===== src/source/fc_pkg.sv =====
// Shared sizes, latencies, state encodings and data types of the FC layer, referenced by scoped names
package fc_pkg;

    //////////////////////////////////////////////////////////////////////
    // Layer geometry
    //////////////////////////////////////////////////////////////////////

    // Width of a feature, weight, bias or result byte
    localparam int BYTE_W = 8;
    // Input features per frame
    localparam int IN_COUNT = 8;
    // Output neurons, one lane each
    localparam int OUT_COUNT = 4;
    // Stream word width
    localparam int WORD_W = 32;

    // Frame layout in stream words
    localparam int INPUT_WORDS = 2;
    localparam int WEIGHT_WORDS = 8;
    // Features, weights, then one bias word
    localparam int FRAME_WORDS = INPUT_WORDS + WEIGHT_WORDS + 1;

    // Weight memory read latency in cycles
    localparam int MEM_LATENCY = 2;

    // Exact accumulator width and requantization shift
    localparam int ACC_W = 20;
    localparam int QUANT_SHIFT = 8;

    //////////////////////////////////////////////////////////////////////
    // Data types
    //////////////////////////////////////////////////////////////////////

    typedef logic [WORD_W-1:0] word_t;
    // Eight bytes, byte k at bits 8k+7..8k
    typedef logic [IN_COUNT*BYTE_W-1:0] vec_t;
    typedef logic signed [ACC_W-1:0] acc_t;
    // Weight memory word address
    typedef logic [$clog2(WEIGHT_WORDS)-1:0] addr_t;

    // Loader FSM: idle receive, issuing reads, waiting for returns
    typedef enum logic [1:0] {
        RECEIVE,
        READBACK,
        LOAD
    } loader_state_e;

    // Neuron FSM
    typedef enum logic [1:0] {
        IDLE,
        ACCUMULATE,
        BIAS_ADD
    } neuron_state_e;

endpackage

===== src/source/fc_lane_if.sv =====
// One neuron lane's load data from the loader and its result toward the output packer
`timescale 1ns/1ps

interface fc_lane_if;

    // Load side, all fields valid while load is high
    logic          load;
    fc_pkg::vec_t  feature;
    fc_pkg::vec_t  weight_row;
    logic [fc_pkg::BYTE_W-1:0] bias;

    // Result side, result valid while result_valid is high
    logic          result_valid;
    logic [fc_pkg::BYTE_W-1:0] result;

    // Frame loader drives a lane
    modport loader (
        output load,
        output feature,
        output weight_row,
        output bias
    );

    // Lane consumes the load and returns a byte
    modport neuron (
        input  load,
        input  feature,
        input  weight_row,
        input  bias,
        output result_valid,
        output result
    );

    // Output packer collects results
    modport pack (
        input result_valid,
        input result
    );

endinterface


===== src/source/fc_layer.sv =====
// Top level of the 8-in 4-out fully connected layer, stream words in and packed result bytes out
`timescale 1ns/1ps

module fc_layer (
    input  logic                      clk,
    input  logic                      rstn,
    input  logic                      r_valid,
    input  logic [fc_pkg::WORD_W-1:0] in_data,
    output logic                      t_valid,
    output logic [fc_pkg::WORD_W-1:0] out_data
);

    // One lane bundle per output neuron
    fc_lane_if lane_if [fc_pkg::OUT_COUNT] ();

    // Frame receive, weight staging and lane load
    fc_loader u_loader (
        .clk     (clk),
        .rstn    (rstn),
        .r_valid (r_valid),
        .in_data (in_data),
        .lanes   (lane_if)
    );

    //////////////////////////////////////////////////////////////////////
    // Neuron lanes, all running in lockstep
    //////////////////////////////////////////////////////////////////////
    for (genvar j = 0; j < fc_pkg::OUT_COUNT; j++) begin : g_neuron
        fc_neuron u_neuron (
            .clk  (clk),
            .rstn (rstn),
            .lane (lane_if[j])
        );
    end

    // Result word and valid pulse
    fc_output_pack u_pack (
        .clk      (clk),
        .rstn     (rstn),
        .lanes    (lane_if),
        .t_valid  (t_valid),
        .out_data (out_data)
    );

endmodule


===== src/source/fc_output_pack.sv =====
// Collects the lane result bytes into one output word and pulses t_valid for the stream sink
`timescale 1ns/1ps

module fc_output_pack (
    input  logic          clk,
    input  logic          rstn,
    fc_lane_if.pack       lanes [fc_pkg::OUT_COUNT],
    output logic          t_valid,
    output fc_pkg::word_t out_data
);

    // Result bytes pulled out of the interface array
    logic [fc_pkg::BYTE_W-1:0] res [fc_pkg::OUT_COUNT];

    // Lane 0 in the top byte, last lane at the bottom
    fc_pkg::word_t packed_res;

    // All lanes start and finish together, lane 0 stands for all
    logic done;

    for (genvar j = 0; j < fc_pkg::OUT_COUNT; j++) begin : g_res
        assign res[j] = lanes[j].result;
    end

    assign done = lanes[0].result_valid;

    always_comb begin
        packed_res = '0;
        for (int j = 0; j < fc_pkg::OUT_COUNT; j++) begin
            packed_res[(fc_pkg::OUT_COUNT-1-j)*fc_pkg::BYTE_W +: fc_pkg::BYTE_W] = res[j];
        end
    end

    //////////////////////////////////////////////////////////////////////
    // Output register
    //////////////////////////////////////////////////////////////////////

    // out_data holds until the next frame completes
    always_ff @(posedge clk or negedge rstn) begin
        if (!rstn) begin
            t_valid  <= 1'b0;
            out_data <= '0;
        end else begin
            t_valid <= done;
            if (done) begin
                out_data <= packed_res;
            end
        end
    end

endmodule


===== src/source/fc_neuron.sv =====
// One output lane, serial signed multiply-accumulate with bias add and saturating requantization
`timescale 1ns/1ps

module fc_neuron (
    input logic       clk,
    input logic       rstn,
    fc_lane_if.neuron lane
);

    fc_pkg::neuron_state_e state;

    // Products done so far in this frame
    logic [$clog2(fc_pkg::IN_COUNT)-1:0] mac_cnt;

    // Operand shift registers, byte 0 at the bottom
    fc_pkg::vec_t feat_sh;
    fc_pkg::vec_t wt_sh;
    logic signed [fc_pkg::BYTE_W-1:0] bias_q;

    // MAC path
    logic signed [fc_pkg::BYTE_W-1:0]   mac_a;
    logic signed [fc_pkg::BYTE_W-1:0]   mac_b;
    logic signed [2*fc_pkg::BYTE_W-1:0] product;
    fc_pkg::acc_t acc;
    fc_pkg::acc_t acc_base;
    fc_pkg::acc_t acc_next;

    // Quantize stage request and result
    logic quant_pend;
    logic result_valid_q;
    logic [fc_pkg::BYTE_W-1:0] result_q;

    // Arithmetic shift, then clamp to a signed byte
    function automatic logic [fc_pkg::BYTE_W-1:0] quantize(input fc_pkg::acc_t value);
        fc_pkg::acc_t shifted;
        shifted = value >>> fc_pkg::QUANT_SHIFT;
        if (shifted > (2 ** (fc_pkg::BYTE_W - 1)) - 1) begin
            return {1'b0, {(fc_pkg::BYTE_W - 1){1'b1}}};
        end else if (shifted < -(2 ** (fc_pkg::BYTE_W - 1))) begin
            return {1'b1, {(fc_pkg::BYTE_W - 1){1'b0}}};
        end
        return shifted[fc_pkg::BYTE_W-1:0];
    endfunction

    // First product taken straight from the lane on the load cycle
    always_comb begin
        mac_a    = lane.load ? lane.feature[fc_pkg::BYTE_W-1:0] : feat_sh[fc_pkg::BYTE_W-1:0];
        mac_b    = lane.load ? lane.weight_row[fc_pkg::BYTE_W-1:0] : wt_sh[fc_pkg::BYTE_W-1:0];
        product  = mac_a * mac_b;
        // Load restarts from zero
        acc_base = lane.load ? '0 : acc;
        acc_next = acc_base + product;
    end

    always_ff @(posedge clk or negedge rstn) begin
        if (!rstn) begin
            state          <= fc_pkg::IDLE;
            mac_cnt        <= '0;
            quant_pend     <= 1'b0;
            result_valid_q <= 1'b0;
        end else begin
            quant_pend     <= 1'b0;
            result_valid_q <= quant_pend;
            if (lane.load) begin
                state   <= fc_pkg::ACCUMULATE;
                mac_cnt <= 1'b1;
            end else begin
                case (state)
                    fc_pkg::ACCUMULATE: begin
                        mac_cnt <= mac_cnt + 1'b1;
                        if (mac_cnt == ($bits(mac_cnt))'(fc_pkg::IN_COUNT - 1)) begin
                            state <= fc_pkg::BIAS_ADD;
                        end
                    end
                    fc_pkg::BIAS_ADD: begin
                        state      <= fc_pkg::IDLE;
                        quant_pend <= 1'b1;
                    end
                    default: state <= fc_pkg::IDLE;
                endcase
            end
        end
    end

    // Operands shift down one byte per product
    always_ff @(posedge clk) begin
        if (lane.load) begin
            feat_sh <= lane.feature >> fc_pkg::BYTE_W;
            wt_sh   <= lane.weight_row >> fc_pkg::BYTE_W;
            bias_q  <= lane.bias;
            acc     <= acc_next;
        end else if (state == fc_pkg::ACCUMULATE) begin
            feat_sh <= feat_sh >> fc_pkg::BYTE_W;
            wt_sh   <= wt_sh >> fc_pkg::BYTE_W;
            acc     <= acc_next;
        end else if (state == fc_pkg::BIAS_ADD) begin
            acc <= acc + bias_q;
        end
        if (quant_pend) begin
            result_q <= quantize(acc);
        end
    end

    assign lane.result_valid = result_valid_q;
    assign lane.result       = result_q;

endmodule


===== src/source/fc_loader.sv =====
// Frame receiver that stages weights in memory, reads them back and loads all neuron lanes at once
`timescale 1ns/1ps

module fc_loader (
    input  logic          clk,
    input  logic          rstn,
    input  logic          r_valid,
    input  fc_pkg::word_t in_data,
    fc_lane_if.loader     lanes [fc_pkg::OUT_COUNT]
);

    typedef logic [$clog2(fc_pkg::FRAME_WORDS)-1:0] cnt_t;

    fc_pkg::loader_state_e state;

    // Frame word position and decode
    cnt_t word_cnt;
    cnt_t weight_off;
    logic frame_end;
    logic weight_word;

    // Weight memory port
    logic          ram_rd_en;
    logic          ram_wr_en;
    fc_pkg::addr_t ram_addr;
    fc_pkg::word_t ram_wr_data;
    fc_pkg::word_t ram_rd_data;

    // Readback issue and return tracking
    fc_pkg::addr_t rd_cnt;
    fc_pkg::addr_t ret_cnt;
    logic [fc_pkg::MEM_LATENCY-1:0] ret_pipe;
    logic ret_capture;
    logic ret_last;

    // Weight words waiting for a free memory port
    logic [fc_pkg::WEIGHT_WORDS-1:0] pend_valid;
    fc_pkg::word_t pend_data [fc_pkg::WEIGHT_WORDS];
    fc_pkg::addr_t pend_pick;
    logic          write_go;

    // Feature and bias capture, then copies held for the lanes
    fc_pkg::vec_t  feature_reg;
    fc_pkg::vec_t  held_feature;
    fc_pkg::word_t held_bias;
    fc_pkg::vec_t  lane_feature;
    fc_pkg::word_t lane_bias;
    fc_pkg::word_t rows [fc_pkg::WEIGHT_WORDS];
    logic          load_q;

    fc_weight_ram u_weight_ram (
        .clk     (clk),
        .rstn    (rstn),
        .rd_en   (ram_rd_en),
        .wr_en   (ram_wr_en),
        .addr    (ram_addr),
        .wr_data (ram_wr_data),
        .rd_data (ram_rd_data)
    );

    // Word decode
    assign weight_off  = word_cnt - cnt_t'(fc_pkg::INPUT_WORDS);
    assign frame_end   = r_valid && (word_cnt == cnt_t'(fc_pkg::FRAME_WORDS - 1));
    assign weight_word = r_valid && (word_cnt >= cnt_t'(fc_pkg::INPUT_WORDS))
                         && (word_cnt < cnt_t'(fc_pkg::INPUT_WORDS + fc_pkg::WEIGHT_WORDS));

    // Read data is on the port once the issue has aged MEM_LATENCY edges
    assign ret_capture = ret_pipe[fc_pkg::MEM_LATENCY-1];
    assign ret_last    = ret_capture && (ret_cnt == fc_pkg::addr_t'(fc_pkg::WEIGHT_WORDS - 1));

    // Lowest pending address first, keeps writes ahead of the next readback
    always_comb begin
        pend_pick = '0;
        for (int k = fc_pkg::WEIGHT_WORDS - 1; k >= 0; k--) begin
            if (pend_valid[k]) begin
                pend_pick = fc_pkg::addr_t'(k);
            end
        end
    end
    assign write_go = (state != fc_pkg::READBACK) && (|pend_valid);

    //////////////////////////////////////////////////////////////////////
    // Control
    //////////////////////////////////////////////////////////////////////
    always_ff @(posedge clk or negedge rstn) begin
        if (!rstn) begin
            state      <= fc_pkg::RECEIVE;
            word_cnt   <= '0;
            rd_cnt     <= '0;
            ret_cnt    <= '0;
            ret_pipe   <= '0;
            pend_valid <= '0;
            ram_rd_en  <= 1'b0;
            ram_wr_en  <= 1'b0;
            ram_addr   <= '0;
            load_q     <= 1'b0;
        end else begin
            ram_rd_en <= 1'b0;
            ram_wr_en <= 1'b0;
            ret_pipe  <= {ret_pipe[fc_pkg::MEM_LATENCY-2:0], ram_rd_en};
            // One load pulse per completed readback
            load_q    <= ret_last;
            if (r_valid) begin
                word_cnt <= frame_end ? '0 : word_cnt + 1'b1;
            end
            // Wraps to zero after the last row word
            if (ret_capture) begin
                ret_cnt <= ret_cnt + 1'b1;
            end
            case (state)
                fc_pkg::READBACK: begin
                    // One read per cycle, addresses 0..7
                    ram_rd_en <= 1'b1;
                    ram_addr  <= rd_cnt;
                    rd_cnt    <= rd_cnt + 1'b1;
                    if (rd_cnt == fc_pkg::addr_t'(fc_pkg::WEIGHT_WORDS - 1)) begin
                        state <= fc_pkg::LOAD;
                    end
                end
                fc_pkg::LOAD: begin
                    if (ret_last) begin
                        state <= fc_pkg::RECEIVE;
                    end
                end
                default: state <= fc_pkg::RECEIVE;
            endcase
            // Drain one pending weight while no read is being issued
            if (write_go) begin
                ram_wr_en             <= 1'b1;
                ram_addr              <= pend_pick;
                pend_valid[pend_pick] <= 1'b0;
            end
            if (weight_word) begin
                pend_valid[fc_pkg::addr_t'(weight_off)] <= 1'b1;
            end
            // Next frame may close while the lanes are still being loaded
            if (frame_end) begin
                state  <= fc_pkg::READBACK;
                rd_cnt <= '0;
            end
        end
    end

    //////////////////////////////////////////////////////////////////////
    // Data path
    //////////////////////////////////////////////////////////////////////
    always_ff @(posedge clk) begin
        if (r_valid && (word_cnt < cnt_t'(fc_pkg::INPUT_WORDS))) begin
            feature_reg[word_cnt * fc_pkg::WORD_W +: fc_pkg::WORD_W] <= in_data;
        end
        if (weight_word) begin
            pend_data[fc_pkg::addr_t'(weight_off)] <= in_data;
        end
        // Bias is the closing word, features are frozen alongside it
        if (frame_end) begin
            held_feature <= feature_reg;
            held_bias    <= in_data;
        end
        if (write_go) begin
            ram_wr_data <= pend_data[pend_pick];
        end
        if (ret_capture) begin
            rows[ret_cnt] <= ram_rd_data;
        end
        if (ret_last) begin
            lane_feature <= held_feature;
            lane_bias    <= held_bias;
        end
    end

    // Lane j takes words 2j and 2j+1 of the readback
    for (genvar j = 0; j < fc_pkg::OUT_COUNT; j++) begin : g_lane
        assign lanes[j].load       = load_q;
        assign lanes[j].feature    = lane_feature;
        assign lanes[j].weight_row = {rows[2*j+1], rows[2*j]};
        assign lanes[j].bias       = lane_bias[j*fc_pkg::BYTE_W +: fc_pkg::BYTE_W];
    end

endmodule


===== src/source/fc_weight_ram.sv =====
// Weight word memory with a two-stage registered read, used by the loader to stage a frame's weights
`timescale 1ns/1ps

module fc_weight_ram (
    input  logic          clk,
    input  logic          rstn,
    input  logic          rd_en,
    input  logic          wr_en,
    input  fc_pkg::addr_t addr,
    input  fc_pkg::word_t wr_data,
    output fc_pkg::word_t rd_data
);

    // Storage, one word per weight row half
    fc_pkg::word_t mem [fc_pkg::WEIGHT_WORDS];

    // First read stage and its valid flag
    fc_pkg::word_t rd_stage;
    logic          rd_stage_vld;

    // Write lands on the edge it is presented
    // Read goes array -> stage -> output register
    always_ff @(posedge clk) begin
        if (wr_en) begin
            mem[addr] <= wr_data;
        end
        if (rd_en) begin
            rd_stage <= mem[addr];
        end
        // Output only moves when a read is in flight
        if (rd_stage_vld) begin
            rd_data <= rd_stage;
        end
    end

    // Tracks a read between the two stages
    always_ff @(posedge clk or negedge rstn) begin
        if (!rstn) begin
            rd_stage_vld <= 1'b0;
        end else begin
            rd_stage_vld <= rd_en;
        end
    end

endmodule


===== config.mk =====
export PLATFORM = sky130hd
export DESIGN_NAME = fc_layer
export DESIGN_NICKNAME = d
export VERILOG_FILES = /design/src/source/fc_pkg.sv /design/src/source/fc_lane_if.sv /design/src/source/fc_layer.sv /design/src/source/fc_output_pack.sv /design/src/source/fc_neuron.sv /design/src/source/fc_loader.sv /design/src/source/fc_weight_ram.sv
export SDC_FILE = /design/constraint.sdc
export NUM_CORES = 2
export LEC_CHECK = 0
export BUFFER_PORTS_ARGS = -buffer_cell sky130_fd_sc_hd__buf_2
export CAP_MARGIN = 40
export CORE_MARGIN = 2
export CORE_UTILIZATION = 60
export CTS_CLUSTER_DIAMETER = 30
export DETAILED_ROUTE_END_ITERATION = 8
export PLACE_DENSITY = 0.72
export SLEW_MARGIN = 20
export SYNTH_ARGS = -nofsm -noshare
export SYNTH_HDL_FRONTEND = slang
export SYNTH_HIERARCHICAL = 1
export SYNTH_SLANG_ARGS = --single-unit

===== constraint.sdc =====
create_clock -name clk -period 10.3 [get_ports clk]
set_input_delay 0.515 -clock clk [delete_from_list [all_inputs] [get_ports clk]]
set_output_delay 0.515 -clock clk [all_outputs]
set_load 0.01 [all_outputs]

* After elaboration in Yosys (flattened, before gate mapping)
Memory sizes are Yosys's and may differ from the RTL's. A register that Yosys moved wholly into a read port is not among the register bits.
Cells that the tools add are included.
** Storage, ports and cells
- Flip-flop bits (word level) :: 967
- Bits in writable memories :: 768
- Input port bits :: 35
- Output and inout bits :: 33
- Word-level logic and storage cells :: 264
- Memories :: 3
** Memories
- u_loader.pend_data :: depth 8, width 32, read ports 1, clocked after memory_dff 1, wr ports 1, RTL line fc_loader.sv:38 : fc_pkg::word_t pend_data [fc_pkg::WEIGHT_WORDS];
- u_loader.rows :: depth 8, width 32, read ports 8, clocked after memory_dff 0, wr ports 1, RTL line fc_loader.sv:48 : fc_pkg::word_t rows [fc_pkg::WEIGHT_WORDS];
- u_loader.u_weight_ram.mem :: depth 8, width 32, read ports 1, clocked after memory_dff 1, wr ports 1, RTL line fc_weight_ram.sv:15 : fc_pkg::word_t mem [fc_pkg::WEIGHT_WORDS];
** Cells by class
- Add/subtract/negate cells :: 17
- Multiply operators :: 4
- Magnitude comparators :: 15
- Equality and inequality tests :: 24
- Shift-type cells :: 2
- Muxes and demuxes :: 124
- Bitwise logic cells :: 3
- Reduce and logical (&&, ||, !) cells :: 20
** Operator list (count)
- two-way mux 56 bit :: 16
- two-way mux 20 bit :: 16
- two-way mux 8 bit :: 22
- adder 20 x 16 -> 20 bit :: 4
- adder 20 x 8 -> 20 bit :: 4
- bitwise mux 64 bit :: 1
- multiplier 8 x 8 -> 16 bit :: 4
- variable shift 32 x 34 -> 64 bit, first input constant :: 1
- indexed part select 32 x 34 -> 64 bit :: 1
- two-way mux 3 bit :: 20
- > comparator 12 x 8 -> 1 bit, second input constant :: 4
- < comparator 12 x 8 -> 1 bit, second input constant :: 4
- negation 9 -> 34 bit :: 1
- two-way mux 1 bit :: 30
- two-way mux 2 bit :: 15
- adder 3 x 1 -> 3 bit, second input constant :: 6
- equality test 3 bit, second input constant :: 6
- inequality test 3 x 2 -> 1 bit, second input constant :: 4
- nonzero test 2 bit :: 6
- nonzero test 3 bit :: 4
- equality test 2 x 1 -> 1 bit, second input constant :: 5
- equality test 2 bit, second input constant :: 5
- bitwise AND 8 bit :: 1
- logical AND 1 bit :: 8
- 17 further kinds :: 21

* Longest topological paths before layout
- Depth in word-level cells :: 17
- Depth in mapped cells :: 23
- Depth with buffers taken out :: 20

* Modules after synthesis
The synthesis kept the hierarchy.
** Modules (own cells, without submodules)
- fc_loader :: instances 1, cells each 1633, area an instance 29781.1 um^2
- fc_neuron at g_neuron[2].u_neuron ... :: instances 2, cells each 890, area an instance 11014.3 um^2
- fc_weight_ram :: instances 1, cells each 486, area an instance 11806.3 um^2
- fc_neuron at g_neuron[0].u_neuron :: instances 1, cells each 895, area an instance 11088.1 um^2
- fc_neuron at g_neuron[1].u_neuron :: instances 1, cells each 881, area an instance 10965.5 um^2
- fc_output_pack :: instances 1, cells each 69, area an instance 1370.1 um^2

* Least setup slack after synthesis
OpenSTA, ideal clock, no wires.
- Kind :: register -> register
- Start point :: register u_loader.load_q, in the netlist u_loader/lanes[0].load
- End point :: register g_neuron[1].u_neuron.acc[19], data pin
- Library setup time :: 0.430 ns
- Arrival :: 6.706 ns
- Path slack :: 3.164 ns
- Cell stages (with the launch flop) :: 22
- Buffers on the path :: 3
- Cell sequence :: dfrtp_1 buf_4 clkbuf_1 buf_1 mux2i_1 nor2_1 inv_1 fa_1 inv_1 fa_1 fa_1 fa_1 fa_1 ha_1 o21ai_0 o21bai_1 o2111ai_1 a31oi_1 a31oi_1 o21ai_1 xnor2_1 a21oi_1
** Between the ends
- Longest elaborated chain between the ends :: 5
** RTL lines
- start, declared :: RTL line fc_loader.sv:49 : logic load_q;
- start signal, assigned :: RTL line fc_loader.sv:102 : load_q <= ret_last;
- two-way mux 8 bit (on tied branches) :: RTL line fc_neuron.sv:47, fc_neuron.sv:48
- multiplier 8 x 8 -> 16 bit :: RTL line fc_neuron.sv:49 : product = mac_a * mac_b;
- adder 20 x 16 -> 20 bit :: RTL line fc_neuron.sv:52 : acc_next = acc_base + product;
- two-way mux 20 bit :: RTL line fc_neuron.sv:92 : end else if (state == fc_pkg::ACCUMULATE) begin
- two-way mux 20 bit * :: RTL line fc_neuron.sv:87 : if (lane.load) begin
- end signal, assigned :: RTL line fc_neuron.sv:91 : acc <= acc_next;
- end signal, assigned :: RTL line fc_neuron.sv:95 : acc <= acc_next;
- end signal, assigned :: RTL line fc_neuron.sv:97 : acc <= acc + bias_q;
- end, declared :: RTL line fc_neuron.sv:24 : fc_pkg::acc_t acc;
Mark *: on every way between the ends. The rest lies on a longest branch, timed or not.
A chain may end at the register's enable or synchronous reset.

* Worst setup path in the final report
- Start point :: register u_loader.load_q, in the netlist u_loader/lanes[0].load
- End point :: register g_neuron[2].u_neuron.acc[19], data pin
** Between the ends
- Longest elaborated chain between the ends :: 5
** RTL lines (RTL line)
- two-way mux 8 bit (on tied branches) :: fc_neuron.sv:47, fc_neuron.sv:48
- multiplier 8 x 8 -> 16 bit :: fc_neuron.sv:49
- adder 20 x 16 -> 20 bit :: fc_neuron.sv:52
- two-way mux 20 bit :: fc_neuron.sv:92
- two-way mux 20 bit * :: fc_neuron.sv:87
- end signal, assigned :: fc_neuron.sv:91
- end signal, assigned :: fc_neuron.sv:95
- end signal, assigned :: fc_neuron.sv:97
- end, declared :: fc_neuron.sv:24
Marked as above.

==> metrics.txt <==
status finished clean; IO Pins 68; Via density 5.84; placed wire-length estimate 117 mm; setup_tns 0 ns; final hold viol count 0; GR Util All Layers 26.0%; Met3 Wirelength 11.7 mm; min-delay src in_data[12]; M1 WL 77.4 mm; Synthesis Warnings 6; CP Launch Type register; hold endpoint u_loader/pend_data[4][12]; crit path max fanout 172; WL/cell 23.5 um; post-layout min period 7.33 ns; Crit path buffers/inverters 1; Row Count 139; DRT Pass-1 Iters 5; initial antenna violation count 21; number of port buffers 67; Top delay family on crit path adder cells; largest net degree at the start of global routing 197; vias in the first global route 49000; crit path capture type register; cells along the critical path buf_12, mux2_2, and2_1, fa_1, fa_1, fa_1, fa_1, ha_1, ha_1, o21ai_0, nand2_1, a41oi_2, o21ai_1, o31ai_2, o221ai_1, a221oi_1; r2r startpoint u_loader/lanes[0].load; final hold slack 0.0359 ns; Slew Viols, Final 0; Mapped Nets 6408; final worst slack 2.97 ns; DR top layer met5; P&R area growth vs syn 15.7%; initial drt markers 3745; syn avg cell area 15.1 um2; clock tree buffer depth 4; RSZ-0062 raised after global routing false; CP max stage delay 0.92 ns; DRC Markers 0; Die W 385 um; drt total wl 189 mm; Filler Cell Count 9032; Req. time, crit path 10.95 ns; largest registers u_loader/pend_data (256), u_loader/rows (256), u_loader/u_weight_ram/mem (256); CTS Sinks 1799; Final setup viols 0; first-pass GRT wire length 291 mm; post-place setup slack 3.11 ns; TritonCTS Buffers 348; share of cells above drive strength 1 21.3%; nets 6546; CP most frequent cell fa_1; Die H 385 um; Hold Crit Depth 1; RR Endpoint g_neuron[2].u_neuron/acc[19]; Clock Root Buffer clkbuf_16; CP Data Arrival Time 7.98 ns; Max Fclk 0.136 GHz; Cell Area, Synth 87000 um2; Worst-Skew Late Latency 0.92 ns; die area 148000 um2; Max Cap Viol 0; GR Overflow Total 0; cts repair resizes 0; area occupied by multi-input gates 29800 um2; clk_skew 0.0955 ns; CTS tree built; Initial Util 60.5%; Mapped Cells 5741; met2 WL 93.6 mm; Slew Limit Headroom 24.7%; Final Wtd Congestion 0.867; Via Count 47100; Hold Crit Class in2reg; FF/Latch Area 53600 um2; clock-pin slew on the worst setup and hold paths 0.05 ns; H-tree Lvls 5; Tcrit/Tclk final 71.2%; slew at the pin closest to its max-slew limit 1.13 ns; Reg2Reg Depth 16; core footprint 144000 um2; critical path class reg2reg; final core occ 70.1%; Crit-path slowest cell dfrtp_4; Post-DRT Antenna Nets 0; Reg2Reg Setup Slack 2.97 ns
layout make-up:
type / count / area share [%]
clock buffers: 400 / 9.10
repair buffers: 170 / 1.53
flip-flops and latches: 1799 / 53.3
inverters: 397 / 1.50
diodes: 8 / 0.0199
clock inverters: 224 / 2.59
multi-input cells: 3163 / 29.6
well taps: 1903 / 2.37
stage by stage:
stage          cell area [um2]  instances
6_report                101000       8064
2_1_floorplan            87000       5741
3_3_place_gp             88200       7395
3_5_place_dp             88700       7419
4_1_cts                 101000       8051
5_1_grt                 101000       8056
worst max-delay path by stage:
stage | start | endpoint | slack [ns] | cells after the start
after floorplan | u_loader/lanes[0].load | g_neuron[1].u_neuron/acc[19] | 3.16 | 21
after global placement | u_loader/lanes[0].load | g_neuron[2].u_neuron/acc[19] | 3.22 | 19
after detailed placement | u_loader/lanes[0].load | g_neuron[2].u_neuron/acc[19] | 3.11 | 16
after CTS | u_loader/lanes[0].load | g_neuron[2].u_neuron/acc[19] | 3.05 | 16
after global routing | u_loader/lanes[0].load | g_neuron[2].u_neuron/acc[19] | 2.41 | 19
final | u_loader/lanes[0].load | g_neuron[2].u_neuron/acc[19] | 2.97 | 16
metal layers:
layer  track usage [%]  vias to the layer above
met5                 0                        -
met4              9.73                        4
met3              4.21                      405
met2              43.2                     1713
met1              34.8                    23700
li1                  -                    21200
what timing repair did:
item	4_1_cts	5_1_grt
hold buffers	8	0
buffers inserted	0	0
endpoints found under the hold margin	70	0
placed cells by master, fill, tap and decap left out, types with 18 or more instances in the layout:
cell type and n:
bufinv_16 47, a21oi_1 212, and2_1 140, nor3_1 23
buf_4 65, fa_1 356, mux2_1 28, clkinv_1 38
nand2b_1 75, nand2_1 206, clkbuf_16 358, xor2_1 55
clkinv_4 33, edfxtp_1 1712, mux4_1 41, or2_2 25
a2111o_1 32, xnor2_1 76, a211oi_1 32, mux2i_1 90
mux2_4 31, dfrtp_1 82, inv_6 27, clkbuf_1 38
nand3_1 119, nor2_1 248, clkinvlp_4 37, inv_1 392
mux2_2 464, a21o_1 81, nor2_4 18, o21ai_0 188
o22ai_1 18, clkinv_2 40, buf_2 66, ha_1 276
nor2b_1 79
Power is left out: the tool's default activity adds up to more than one toggle a clock period on the data nets, which glitch-free logic cannot reach.
